### config.mk
export PLATFORM = sky130hd
export DESIGN_NAME = lpif_link_top
export DESIGN_NICKNAME = d
export VERILOG_FILES = /design/src/logic/lpif_link_pkg.sv /design/src/logic/phy_lane_pkg.sv /design/src/logic/lane_rx_gather.sv /design/src/logic/lane_tx_stripe.sv /design/src/logic/link_auto_sync.sv /design/src/logic/lpif_link_top.sv
export SDC_FILE = /design/constraint.sdc
export NUM_CORES = 1
export LEC_CHECK = 0
export BUFFER_PORTS_ARGS = -buffer_cell sky130_fd_sc_hd__buf_2
export CAP_MARGIN = 0
export CORE_AREA = 2 2 482 484
export DETAILED_ROUTE_END_ITERATION = 6
export DIE_AREA = 0 0 484 486
export PLACE_DENSITY = 0.3
export SETUP_SLACK_MARGIN = 0.4
export SYNTH_ARGS = -nofsm -noshare
export SYNTH_HDL_FRONTEND = slang
export SYNTH_SLANG_ARGS = --single-unit
### constraint.sdc
create_clock -name clk_wr -period 4.3 [get_ports clk_wr]
set_input_delay 0.86 -clock clk_wr [delete_from_list [all_inputs] [get_ports clk_wr]]
set_output_delay 0.86 -clock clk_wr [all_outputs]
set_load 0.02 [all_outputs]
### src/logic/lpif_link_pkg.sv
////////////////////////////////////////////////////////////
// LPIF user-side types
// Field widths and the packed beat moved once per clock
////////////////////////////////////////////////////////////

package lpif_link_pkg;

  ////////////////////////////////////////////////////////////
  // Field types

  // Link state reported with every beat
  typedef logic [3:0] lpif_state_t;

  // Protocol id of the carried flit
  typedef logic [1:0] lpif_protid_t;

  // Flit data
  typedef logic [255:0] lpif_data_t;

  // CRC over the flit data
  typedef logic [7:0] lpif_crc_t;

  ////////////////////////////////////////////////////////////
  // Beat

  // One upstream or downstream beat
  // Valid bits are plain data here, no handshake
  // First field lands in the top bits, valid is bit 0
  typedef struct packed {
    lpif_state_t  state;
    lpif_protid_t protid;
    lpif_data_t   data;
    logic         dvalid;
    lpif_crc_t    crc;
    logic         crc_valid;
    logic         valid;
  } lpif_stream_t;

  // Beat width in bits
  // 4 + 2 + 256 + 1 + 8 + 1 + 1
  localparam int unsigned LPIF_BEAT_W = 273;

endpackage

### src/logic/phy_lane_pkg.sv
////////////////////////////////////////////////////////////
// PHY lane types
// Lane count, lane word layout and PHY-side bus widths
////////////////////////////////////////////////////////////

package phy_lane_pkg;

  // Eight AIB lanes in the link
  localparam int unsigned NUM_LANES = 8;

  // Lane word and its payload field
  localparam int unsigned LANE_W         = 40;
  localparam int unsigned LANE_PAYLOAD_W = 38;

  // Framing bits above the payload
  // Strobe is persistent, marker unused and held at zero
  localparam int unsigned STROBE_BIT = 38;
  localparam int unsigned MARKER_BIT = 39;

  // One lane word
  typedef logic [LANE_W-1:0] lane_word_t;

  // All lanes side by side, lane n from bit 40n upward
  typedef logic [NUM_LANES*LANE_W-1:0] phy_bus_t;

  // Online delay in clocks
  typedef logic [15:0] delay_t;

  // Debug status word
  typedef logic [31:0] debug_status_t;

endpackage

### src/logic/lane_rx_gather.sv
////////////////////////////////////////////////////////////
// Lane rx gather
// Checks lane strobes, rebuilds the downstream LPIF beat
// and counts strobe errors for rx debug status
////////////////////////////////////////////////////////////

`timescale 1ns/1ps

module lane_rx_gather (
  input  logic                          clk_wr,
  input  logic                          arst_n,
  input  logic                          rx_online_delay,
  input  phy_lane_pkg::phy_bus_t        rx_phy,
  output lpif_link_pkg::lpif_stream_t   dstrm,
  output phy_lane_pkg::debug_status_t   rx_debug_status
);

  ////////////////////////////////////////////////////////////
  // Lane unpack

  // Payload fields of all lanes, lane 0 lowest
  logic [phy_lane_pkg::NUM_LANES*phy_lane_pkg::LANE_PAYLOAD_W-1:0] payload_flat;

  // Strobe bit of each lane
  logic [phy_lane_pkg::NUM_LANES-1:0] lane_strobe;

  // Beat rebuilt from the payload
  lpif_link_pkg::lpif_stream_t beat_d;

  // All strobes present
  logic strobe_ok;

  // Saturating strobe error count
  phy_lane_pkg::debug_status_t err_cnt_q;

  always_comb begin : p_unpack
    phy_lane_pkg::lane_word_t lane_word;

    payload_flat = '0;
    lane_strobe  = '0;
    for (int n = 0; n < phy_lane_pkg::NUM_LANES; n++) begin
      lane_word = rx_phy[n*phy_lane_pkg::LANE_W +: phy_lane_pkg::LANE_W];
      payload_flat[n*phy_lane_pkg::LANE_PAYLOAD_W +: phy_lane_pkg::LANE_PAYLOAD_W] =
        lane_word[0 +: phy_lane_pkg::LANE_PAYLOAD_W];
      lane_strobe[n] = lane_word[phy_lane_pkg::STROBE_BIT];
    end
  end

  // Low 273 payload bits form the beat
  // Lane 7 padding and marker bits are ignored
  assign beat_d = payload_flat[lpif_link_pkg::LPIF_BEAT_W-1:0];

  ////////////////////////////////////////////////////////////
  // Strobe check

  // Beat is whole only if every lane carries its strobe
  assign strobe_ok = &lane_strobe;

  ////////////////////////////////////////////////////////////
  // Downstream register

  // One cycle from rx_phy to dstrm
  // Zero beat when offline or any strobe missing
  always_ff @(posedge clk_wr or negedge arst_n) begin
    if (!arst_n) begin
      dstrm <= '0;
    end else if (rx_online_delay && strobe_ok) begin
      dstrm <= beat_d;
    end else begin
      dstrm <= '0;
    end
  end

  ////////////////////////////////////////////////////////////
  // Error counter

  // Counts only while rx is online
  // Sticks at all ones
  always_ff @(posedge clk_wr or negedge arst_n) begin
    if (!arst_n) begin
      err_cnt_q <= '0;
    end else if (rx_online_delay && !strobe_ok && (err_cnt_q != '1)) begin
      err_cnt_q <= err_cnt_q + 1'b1;
    end
  end

  // Count is the whole debug word
  assign rx_debug_status = err_cnt_q;

endmodule

### src/logic/lane_tx_stripe.sv
////////////////////////////////////////////////////////////
// Lane tx stripe
// Stripes the upstream LPIF beat over eight PHY lane words
// with a persistent strobe bit and a zero marker
////////////////////////////////////////////////////////////

`timescale 1ns/1ps

module lane_tx_stripe (
  input  logic                        clk_wr,
  input  logic                        arst_n,
  input  logic                        tx_online_delay,
  input  lpif_link_pkg::lpif_stream_t ustrm,
  output phy_lane_pkg::phy_bus_t      tx_phy
);

  ////////////////////////////////////////////////////////////
  // Payload layout

  // Beat placed low-first over all lane payload fields
  // Top 31 bits land in lane 7 and stay zero
  logic [phy_lane_pkg::NUM_LANES*phy_lane_pkg::LANE_PAYLOAD_W-1:0] payload_flat;

  // Next PHY bus value while online
  phy_lane_pkg::phy_bus_t tx_phy_d;

  always_comb begin
    payload_flat = '0;
    payload_flat[lpif_link_pkg::LPIF_BEAT_W-1:0] = ustrm;
  end

  ////////////////////////////////////////////////////////////
  // Lane word build

  always_comb begin : p_stripe
    phy_lane_pkg::lane_word_t lane_word;

    tx_phy_d = '0;
    for (int n = 0; n < phy_lane_pkg::NUM_LANES; n++) begin
      lane_word = '0;
      // Payload slice for this lane
      lane_word[0 +: phy_lane_pkg::LANE_PAYLOAD_W] =
        payload_flat[n*phy_lane_pkg::LANE_PAYLOAD_W +: phy_lane_pkg::LANE_PAYLOAD_W];
      // Strobe set on every lane, every beat
      lane_word[phy_lane_pkg::STROBE_BIT] = 1'b1;
      // No user marker in this link
      lane_word[phy_lane_pkg::MARKER_BIT] = 1'b0;
      tx_phy_d[n*phy_lane_pkg::LANE_W +: phy_lane_pkg::LANE_W] = lane_word;
    end
  end

  ////////////////////////////////////////////////////////////
  // Output register

  // One cycle from ustrm to tx_phy
  // Lanes go quiet while tx is not yet online
  always_ff @(posedge clk_wr or negedge arst_n) begin
    if (!arst_n) begin
      tx_phy <= '0;
    end else if (tx_online_delay) begin
      tx_phy <= tx_phy_d;
    end else begin
      tx_phy <= '0;
    end
  end

endmodule

### src/logic/link_auto_sync.sv
////////////////////////////////////////////////////////////
// Link auto sync
// Delays tx and rx online by programmable clock counts,
// standing in for word-alignment time before traffic
////////////////////////////////////////////////////////////

`timescale 1ns/1ps

module link_auto_sync (
  input  logic                 clk_wr,
  input  logic                 arst_n,
  input  logic                 tx_online,
  input  logic                 rx_online,
  input  phy_lane_pkg::delay_t tx_delay,
  input  phy_lane_pkg::delay_t rx_delay,
  output logic                 tx_online_delay,
  output logic                 rx_online_delay
);

  // Per-direction sequencing FSM
  typedef enum logic [1:0] {
    OFFLINE = 2'd0,
    WAIT    = 2'd1,
    ONLINE  = 2'd2
  } sync_state_t;

  ////////////////////////////////////////////////////////////
  // Channel fan-in

  // Index 0 is tx, index 1 is rx
  logic                 online_in  [2];
  phy_lane_pkg::delay_t delay_in   [2];
  logic                 online_out [2];

  assign online_in[0] = tx_online;
  assign online_in[1] = rx_online;
  assign delay_in[0]  = tx_delay;
  assign delay_in[1]  = rx_delay;

  ////////////////////////////////////////////////////////////
  // Delay counters

  for (genvar ch = 0; ch < 2; ch++) begin : g_chan
    sync_state_t          state_q;
    phy_lane_pkg::delay_t cnt_q;

    always_ff @(posedge clk_wr or negedge arst_n) begin
      if (!arst_n) begin
        state_q <= OFFLINE;
        cnt_q   <= '0;
      end else if (!online_in[ch]) begin
        // Input low drops the flag at once
        state_q <= OFFLINE;
        cnt_q   <= '0;
      end else begin
        unique case (state_q)
          // First edge with input high starts the count
          OFFLINE: begin
            state_q <= WAIT;
            cnt_q   <= '0;
          end
          // Go online delay+1 edges after the start
          WAIT: begin
            if (cnt_q >= delay_in[ch]) begin
              state_q <= ONLINE;
            end else begin
              cnt_q <= cnt_q + 1'b1;
            end
          end
          // Hold until input drops
          ONLINE: begin
            state_q <= ONLINE;
          end
          default: begin
            state_q <= OFFLINE;
            cnt_q   <= '0;
          end
        endcase
      end
    end

    // Flag decoded from the state register
    assign online_out[ch] = (state_q == ONLINE);
  end

  assign tx_online_delay = online_out[0];
  assign rx_online_delay = online_out[1];

endmodule

### src/logic/lpif_link_top.sv
////////////////////////////////////////////////////////////
// LPIF link top
// Eight-lane LPIF-over-AIB endpoint, FIFO and credit bypassed
////////////////////////////////////////////////////////////

`timescale 1ns/1ps

module lpif_link_top (
  input  logic                        clk_wr,
  input  logic                        arst_n,

  // Link control
  input  logic                        tx_online,
  input  logic                        rx_online,
  input  phy_lane_pkg::delay_t        tx_delay,
  input  phy_lane_pkg::delay_t        rx_delay,

  // User side, one beat per clock each way
  input  lpif_link_pkg::lpif_stream_t ustrm,
  output lpif_link_pkg::lpif_stream_t dstrm,

  // PHY side
  output phy_lane_pkg::phy_bus_t      tx_phy,
  input  phy_lane_pkg::phy_bus_t      rx_phy,

  // Debug
  output phy_lane_pkg::debug_status_t rx_debug_status
);

  ////////////////////////////////////////////////////////////
  // Internal wires

  // Online flags after alignment delay
  logic tx_online_delay;
  logic rx_online_delay;

  ////////////////////////////////////////////////////////////
  // Auto sync

  link_auto_sync u_auto_sync (
    .clk_wr          (clk_wr),
    .arst_n          (arst_n),
    .tx_online       (tx_online),
    .rx_online       (rx_online),
    .tx_delay        (tx_delay),
    .rx_delay        (rx_delay),
    .tx_online_delay (tx_online_delay),
    .rx_online_delay (rx_online_delay)
  );

  ////////////////////////////////////////////////////////////
  // Datapath

  // Upstream beat onto the lanes
  lane_tx_stripe u_tx_stripe (
    .clk_wr          (clk_wr),
    .arst_n          (arst_n),
    .tx_online_delay (tx_online_delay),
    .ustrm           (ustrm),
    .tx_phy          (tx_phy)
  );

  // Lanes back into the downstream beat
  lane_rx_gather u_rx_gather (
    .clk_wr          (clk_wr),
    .arst_n          (arst_n),
    .rx_online_delay (rx_online_delay),
    .rx_phy          (rx_phy),
    .dstrm           (dstrm),
    .rx_debug_status (rx_debug_status)
  );

endmodule

### Word level (Yosys, flattened, before mapping)

Cells that the tools add are included.

| operators by class | value |
|---|---|
| magnitude comparators | 2 |
| eq/ne operators | 11 |
| add/subtract/negate cells | 3 |
| multiplexer cells | 14 |
| reduce and logical (&&, ||, !) cells | 9 |

Operators by type and width:

| cell | number |
|---|---|
| 319-bit two-way mux | 1 |
| 273-bit two-way mux | 1 |
| 16-bit two-way mux | 4 |
| 16-bit one-hot mux with 2 select lines | 2 |
| 16-bit by 1-bit adder with 16-bit output, second input constant | 2 |
| 32-bit by 1-bit adder with 32-bit output, second input constant | 1 |
| 16-bit greater-or-equal comparator | 2 |
| 32-bit != test, second input constant | 1 |
| 2-bit one-hot mux with 3 select lines | 2 |
| 2-bit two-way mux | 4 |
| 8-bit AND reduction | 1 |
| 3-bit by 2-bit != test with 1-bit output, second input constant | 2 |
| 3-bit != test, second input constant | 2 |
| 2-bit by 1-bit equality test with 1-bit output, second input constant | 2 |
| 2-bit equality test, second input constant | 2 |
| 2-bit zero test | 2 |
| 2-bit != test, second input constant | 2 |
| 2-bit AND reduction | 2 |
| 1-bit logical AND | 3 |
| 1-bit zero test | 1 |

| word-level totals | value |
|---|---|
| output and inout bits | 625 |
| input bits | 629 |
| flip-flop bits (word level) | 661 |
| logic and storage cells | 52 |

### Depth between registers and ports, before layout

| logic depth | value |
|---|---|
| depth in word-level cells | 4 |
| depth in mapped cells | 9 |
| gate-level depth less buffers | 8 |

### Modules after synthesis

From an unflattened synthesis, not the netlist that was laid out.

| unflattened totals | value |
|---|---|
| cell total of the unflattened synthesis | 1705 |
| area, all modules | 22432.8 um^2 |

Modules (own cells, without submodules):

| module | cells each | area each (um^2) | instances | seq. area each (um^2) |
|---|---|---|---|---|
| lane_rx_gather | 727 | 10318.6 | 1 | 7632.3 |
| lane_tx_stripe | 624 | 9068.7 | 1 | 6856.6 |
| link_auto_sync | 354 | 3045.4 | 1 | 900.9 |

### Worst setup path after synthesis

OpenSTA, ideal clock, no wires.

| timing path | value |
|---|---|
| kind | in2reg |
| start | input port tx_delay[15] |
| end | register u_auto_sync.g_chan[0].cnt_q[14] |
| cell stages on the path | 9 |
| setup time | 0.133 ns |
| setup slack | 1.686 ns |
| buffers on the path | 1 |
| required time | 4.167 ns |
| data arrival time | 2.480 ns |
| path through | inv_1 > ha_1 > nand4_2 > nor3_2 > or4b_4 > nand3_4 > buf_12 > nand4b_1 > nand3_1 |

| between the ends | value |
|---|---|
| cells in the longest elaborated chain, start to end | 3 |

Ends and longest elaborated chain:

| what | RTL line | text |
|---|---|---|
| from (decl) | lpif_link_top.sv:15 | `input phy_lane_pkg::delay_t tx_delay,` |
| 16-bit greater-or-equal comparator | link_auto_sync.sv:64 | `if (cnt_q >= delay_in[ch]) begin` |
| 3-bit != test (no source line) | - |  |
| 2-bit AND reduction (no source line) | - |  |
| to (signal assigned) | link_auto_sync.sv:67 | `cnt_q <= cnt_q + 1'b1;` |
| to (decl) | link_auto_sync.sv:45 | `phy_lane_pkg::delay_t cnt_q;` |

No other way between the ends.
A chain may end at the register's enable or synchronous reset.

### Worst setup path in the final report

| timing path | value |
|---|---|
| start | register u_auto_sync.g_chan[1].cnt_q[13] |
| end | register u_auto_sync.g_chan[1].cnt_q[4] |

| between the ends | value |
|---|---|
| cells in the longest elaborated chain, start to end | 3 |

Ends and longest elaborated chain:

| what | RTL line |
|---|---|
| from (decl) | link_auto_sync.sv:45 |
| from (signal assigned) | link_auto_sync.sv:67 |
| 16-bit greater-or-equal comparator | link_auto_sync.sv:64 |
| 3-bit != test (no source line) | - |
| 2-bit AND reduction (no source line) | - |

No other way between the ends.

==> flow_summary.json <==
{
  "fmax_mhz": 340,
  "rows": 176,
  "dieWidth_um": 484,
  "synth_area_per_cell_um2": 13.1,
  "die-area_um2": 235000,
  "htree_levels": 3,
  "drive_gt1_share_pct": 46.1,
  "async_flop_share_pct": 100,
  "pwr-share-seq_pct": 39.0,
  "setup_violations": 0,
  "io_pins": 1254,
  "postSynthCellCount": 1692,
  "slew_headroom_pct": 37.4,
  "clock_path_buffers": 3,
  "outcome": "finished clean",
  "grt_max_degree": 126,
  "finClkSkew_ps": 31.9,
  "clk_latency_ps": 730,
  "nets": 3573,
  "yosysTopAreaCell": "dfrtp_1",
  "ctsResizeCount": 0,
  "hold_viol": 0,
  "synthTopCellsByCount": "dfrtp_1 (615), and2_1 (546), clkbuf_1 (64), inv_1 (52), nand2_1 (47)",
  "synthMostInstantiatedCell": "dfrtp_1",
  "place_area_um2": 31700,
  "synth_seq_area_share_pct": 69.4,
  "r2r_end": "u_auto_sync.g_chan[1].cnt_q[4]$_DFFE_PN0P_",
  "synth_ff_type": "dfrtp_1",
  "min_period_ps": 2950,
  "period_share_pct": 68.5,
  "cts_root_buf": "clkbuf_16",
  "final_util_pct": 15.1,
  "routed_wl_um": 136000,
  "path_max_fanout": 15,
  "min_path_type": "input port to asynchronous set/reset pin",
  "synth_top_area_share_pct": 69.4,
  "yosys_warnings": 0,
  "syn_area_um2": 22200,
  "arrival_ps": 3600,
  "synthDistinctLibCells": 61,
  "cp-start-kind": "flop",
  "wl_per_cell_um": 22.5,
  "cts_setup_buffers": 0,
  "critPathKind": "flop to flop",
  "dp_hpwl_um": 112000,
  "p_sw_mw": 4.99,
  "portBuffers": 1175,
  "area_growth_pct": 56.4,
  "cp.required_ps": 4960,
  "track_usage_pct": 11.3,
  "worstReg2RegStart": "u_auto_sync.g_chan[1].cnt_q[13]$_DFFE_PN0P_",
  "slowest_delay_ps": 730,
  "grt_pass1_vias": 18790,
  "drc_errors": 0,
  "endpoint_kind": "flop",
  "finish.instance_area_um2": 34700,
  "fp.dieH_um": 486,
  "ant_nets": 0,
  "cts_made_buffers": 85,
  "slowest_stage": "a41oi_2",
  "drt_first_pass_iters": 5,
  "power_density_nw_per_um2": 469,
  "maxCapViolCount": 0,
  "clk_pin_slew_ps": 60,
  "place_congestion": 0.871,
  "critPathTopFamily": "compound AO/OA/AOI/OAI gates",
  "p_int_mw": 11.3,
  "antenna_found_initial": 139,
  "critPathBufInv": 0,
  "ys_ff_latch": 615,
  "globalRoute.totalOverflow": 0,
  "power.leakage_nw": 18.6,
  "p_comb_share_pct": 15.7,
  "grt_pass1_wl_um": 178000,
  "worst_ir_drop_vdd_mv": 0.260,
  "yosys-top-cells-area": "dfrtp_1 (69%), and2_1 (15%), ha_1 (2.3%)",
  "cts_tree": "built",
  "final.setup.tns_ps": 0,
  "viasPerCell": 2.94,
  "rsz0062_at_grt": "no",
  "ff2ff_path_depth": 7,
  "vias": 17763,
  "synth_enable_flop_cells": 0,
  "drv_slew": 0,
  "cts.sinks": 615,
  "cp_cell_sequence": "ha_1, nand4_1, nor3_1, o311ai_2, a41oi_2, o21bai_1, a21o_1",
  "hold_buffers": 0,
  "drt-initial-drc-count": 729,
  "clockPowerShare_pct": 45.3,
  "start_util_pct": 9.67,
  "tightest_slew_ps": 938,
  "coreArea_um2": 229000,
  "swShare_pct": 30.6,
  "r2r_slack_ps": 1350
}
-- per-layer routing --
metal | vias up | global-route usage, % | part of all wire [%]
met1 | 8586 | 12.7 | 39
met5 | - | 0 | 0.18
met2 | 1064 | 18.1 | 47
li1 | 7793 | - | -
met4 | 38 | 3.32 | 2.6
met3 | 282 | 6.13 | 12
-- power groups by stage --
stage                     clock network [mW]  registers [mW]  logic (mW)
after floorplan                            0            6.87       0.793
after global placement                     0            6.46        2.67
after detailed placement                   0            6.45        2.66
after CTS                               7.78            6.36        2.66
after global routing                    7.96            6.39        2.82
final                                   7.39            6.35        2.55
-- worst register-to-register path: stages, from the launching register on --
cell and delay (ps):
dfrtp_1 460, ha_1 330, nand4_1 180, nor3_1 500, o311ai_2 330, a41oi_2 740
o21bai_1 220, a21o_1 140
-- layout make-up --
cell class / instances / area, um2
Timing Repair Buffer: 1203 / 6210
Clock inverter: 31 / 399
Clock buffer: 121 / 2500
Tap cell: 3026 / 3790
Fill cell: 25986 / 195000
Sequential cell: 615 / 15400
Antenna cell: 39 / 97.6
Inverter: 52 / 195
Multi-Input combinational cell: 946 / 6110
-- cells in the final DEF, fill, tap and decap left out, types with 4 or more instances in the layout --
cell and n:
buf_2 1174, dfrtp_1 615, and2_1 546, clkbuf_16 85, inv_1 52, nand2_1 47, nand3_1 44, ha_1 40
diode_2 39, conb_1 39, nor2_1 24, clkbuf_8 24, o21ai_0 23, nand4_1 22, xnor2_1 19, buf_4 19
a21oi_1 15, nor3_1 13, xor2_1 12, or4_1 12, clkbuf_1 12, o211ai_1 11, clkinv_2 11, buf_12 9
and3_1 8, o31ai_1 7, a31oi_1 5, clkinvlp_4 5, nand4_2 4, inv_6 4, bufinv_16 4
-- cell families after synthesis --
| family | count (synthesis) | share of synthesized area [%] |
|---|---|---|
| DFF | 615 | 69.4 |
| adders and majority gates | 41 | 2.31 |
| buffers and inverters | 169 | 3.82 |
| AOI/OAI and AO/OA | 89 | 2.88 |
| other | 1 | 0.0169 |
| xor gates and xnor gates | 31 | 1.22 |
| muxes | 2 | 0.101 |
| and+or+nand+nor | 744 | 20.3 |
-- per-stage QoR --
stage | total power [mW] | hold WS, ps | worst slack [ps] | std cells
detailed placement | 9.11 | 482 | 791 | 5842
global route | 17.2 | 160 | 1130 | 6005
CTS | 16.8 | 127 | 1350 | 5994
floorplan | 7.66 | 449 | 1690 | 1730
finish | 16.3 | 145 | 1350 | 6033
global placement | 9.12 | 489 | 816 | 5842
-- flip-flops by register name, indices dropped and copies added, names as in the netlist --
name and cells:
u_rx_gather.rx_debug_status 32, u_rx_gather.dstrm 273, u_tx_stripe.tx_phy 274, u_auto_sync.g_chan.state_q 4
u_auto_sync.g_chan.cnt_q 32
-- worst max path at each step --
stage / start / end / slack, ps / depth (start not counted)
after floorplan: tx_delay[15] / u_auto_sync.g_chan[0].cnt_q[14]$_DFFE_PN0P_ / 1690 / 9
after global placement: rx_delay[15] / u_auto_sync.g_chan[1].cnt_q[14]$_DFFE_PN0P_ / 820 / 9
after detailed placement: rx_delay[15] / u_auto_sync.g_chan[1].cnt_q[14]$_DFFE_PN0P_ / 790 / 9
after CTS: u_auto_sync.g_chan[1].cnt_q[13]$_DFFE_PN0P_ / u_auto_sync.g_chan[1].cnt_q[4]$_DFFE_PN0P_ / 1350 / 7
after global routing: u_auto_sync.g_chan[1].cnt_q[13]$_DFFE_PN0P_ / u_auto_sync.g_chan[1].cnt_q[3]$_DFFE_PN0P_ / 1130 / 7
final: u_auto_sync.g_chan[1].cnt_q[13]$_DFFE_PN0P_ / u_auto_sync.g_chan[1].cnt_q[4]$_DFFE_PN0P_ / 1350 / 7
No activity file was read; power rests on OpenSTA's default activity.
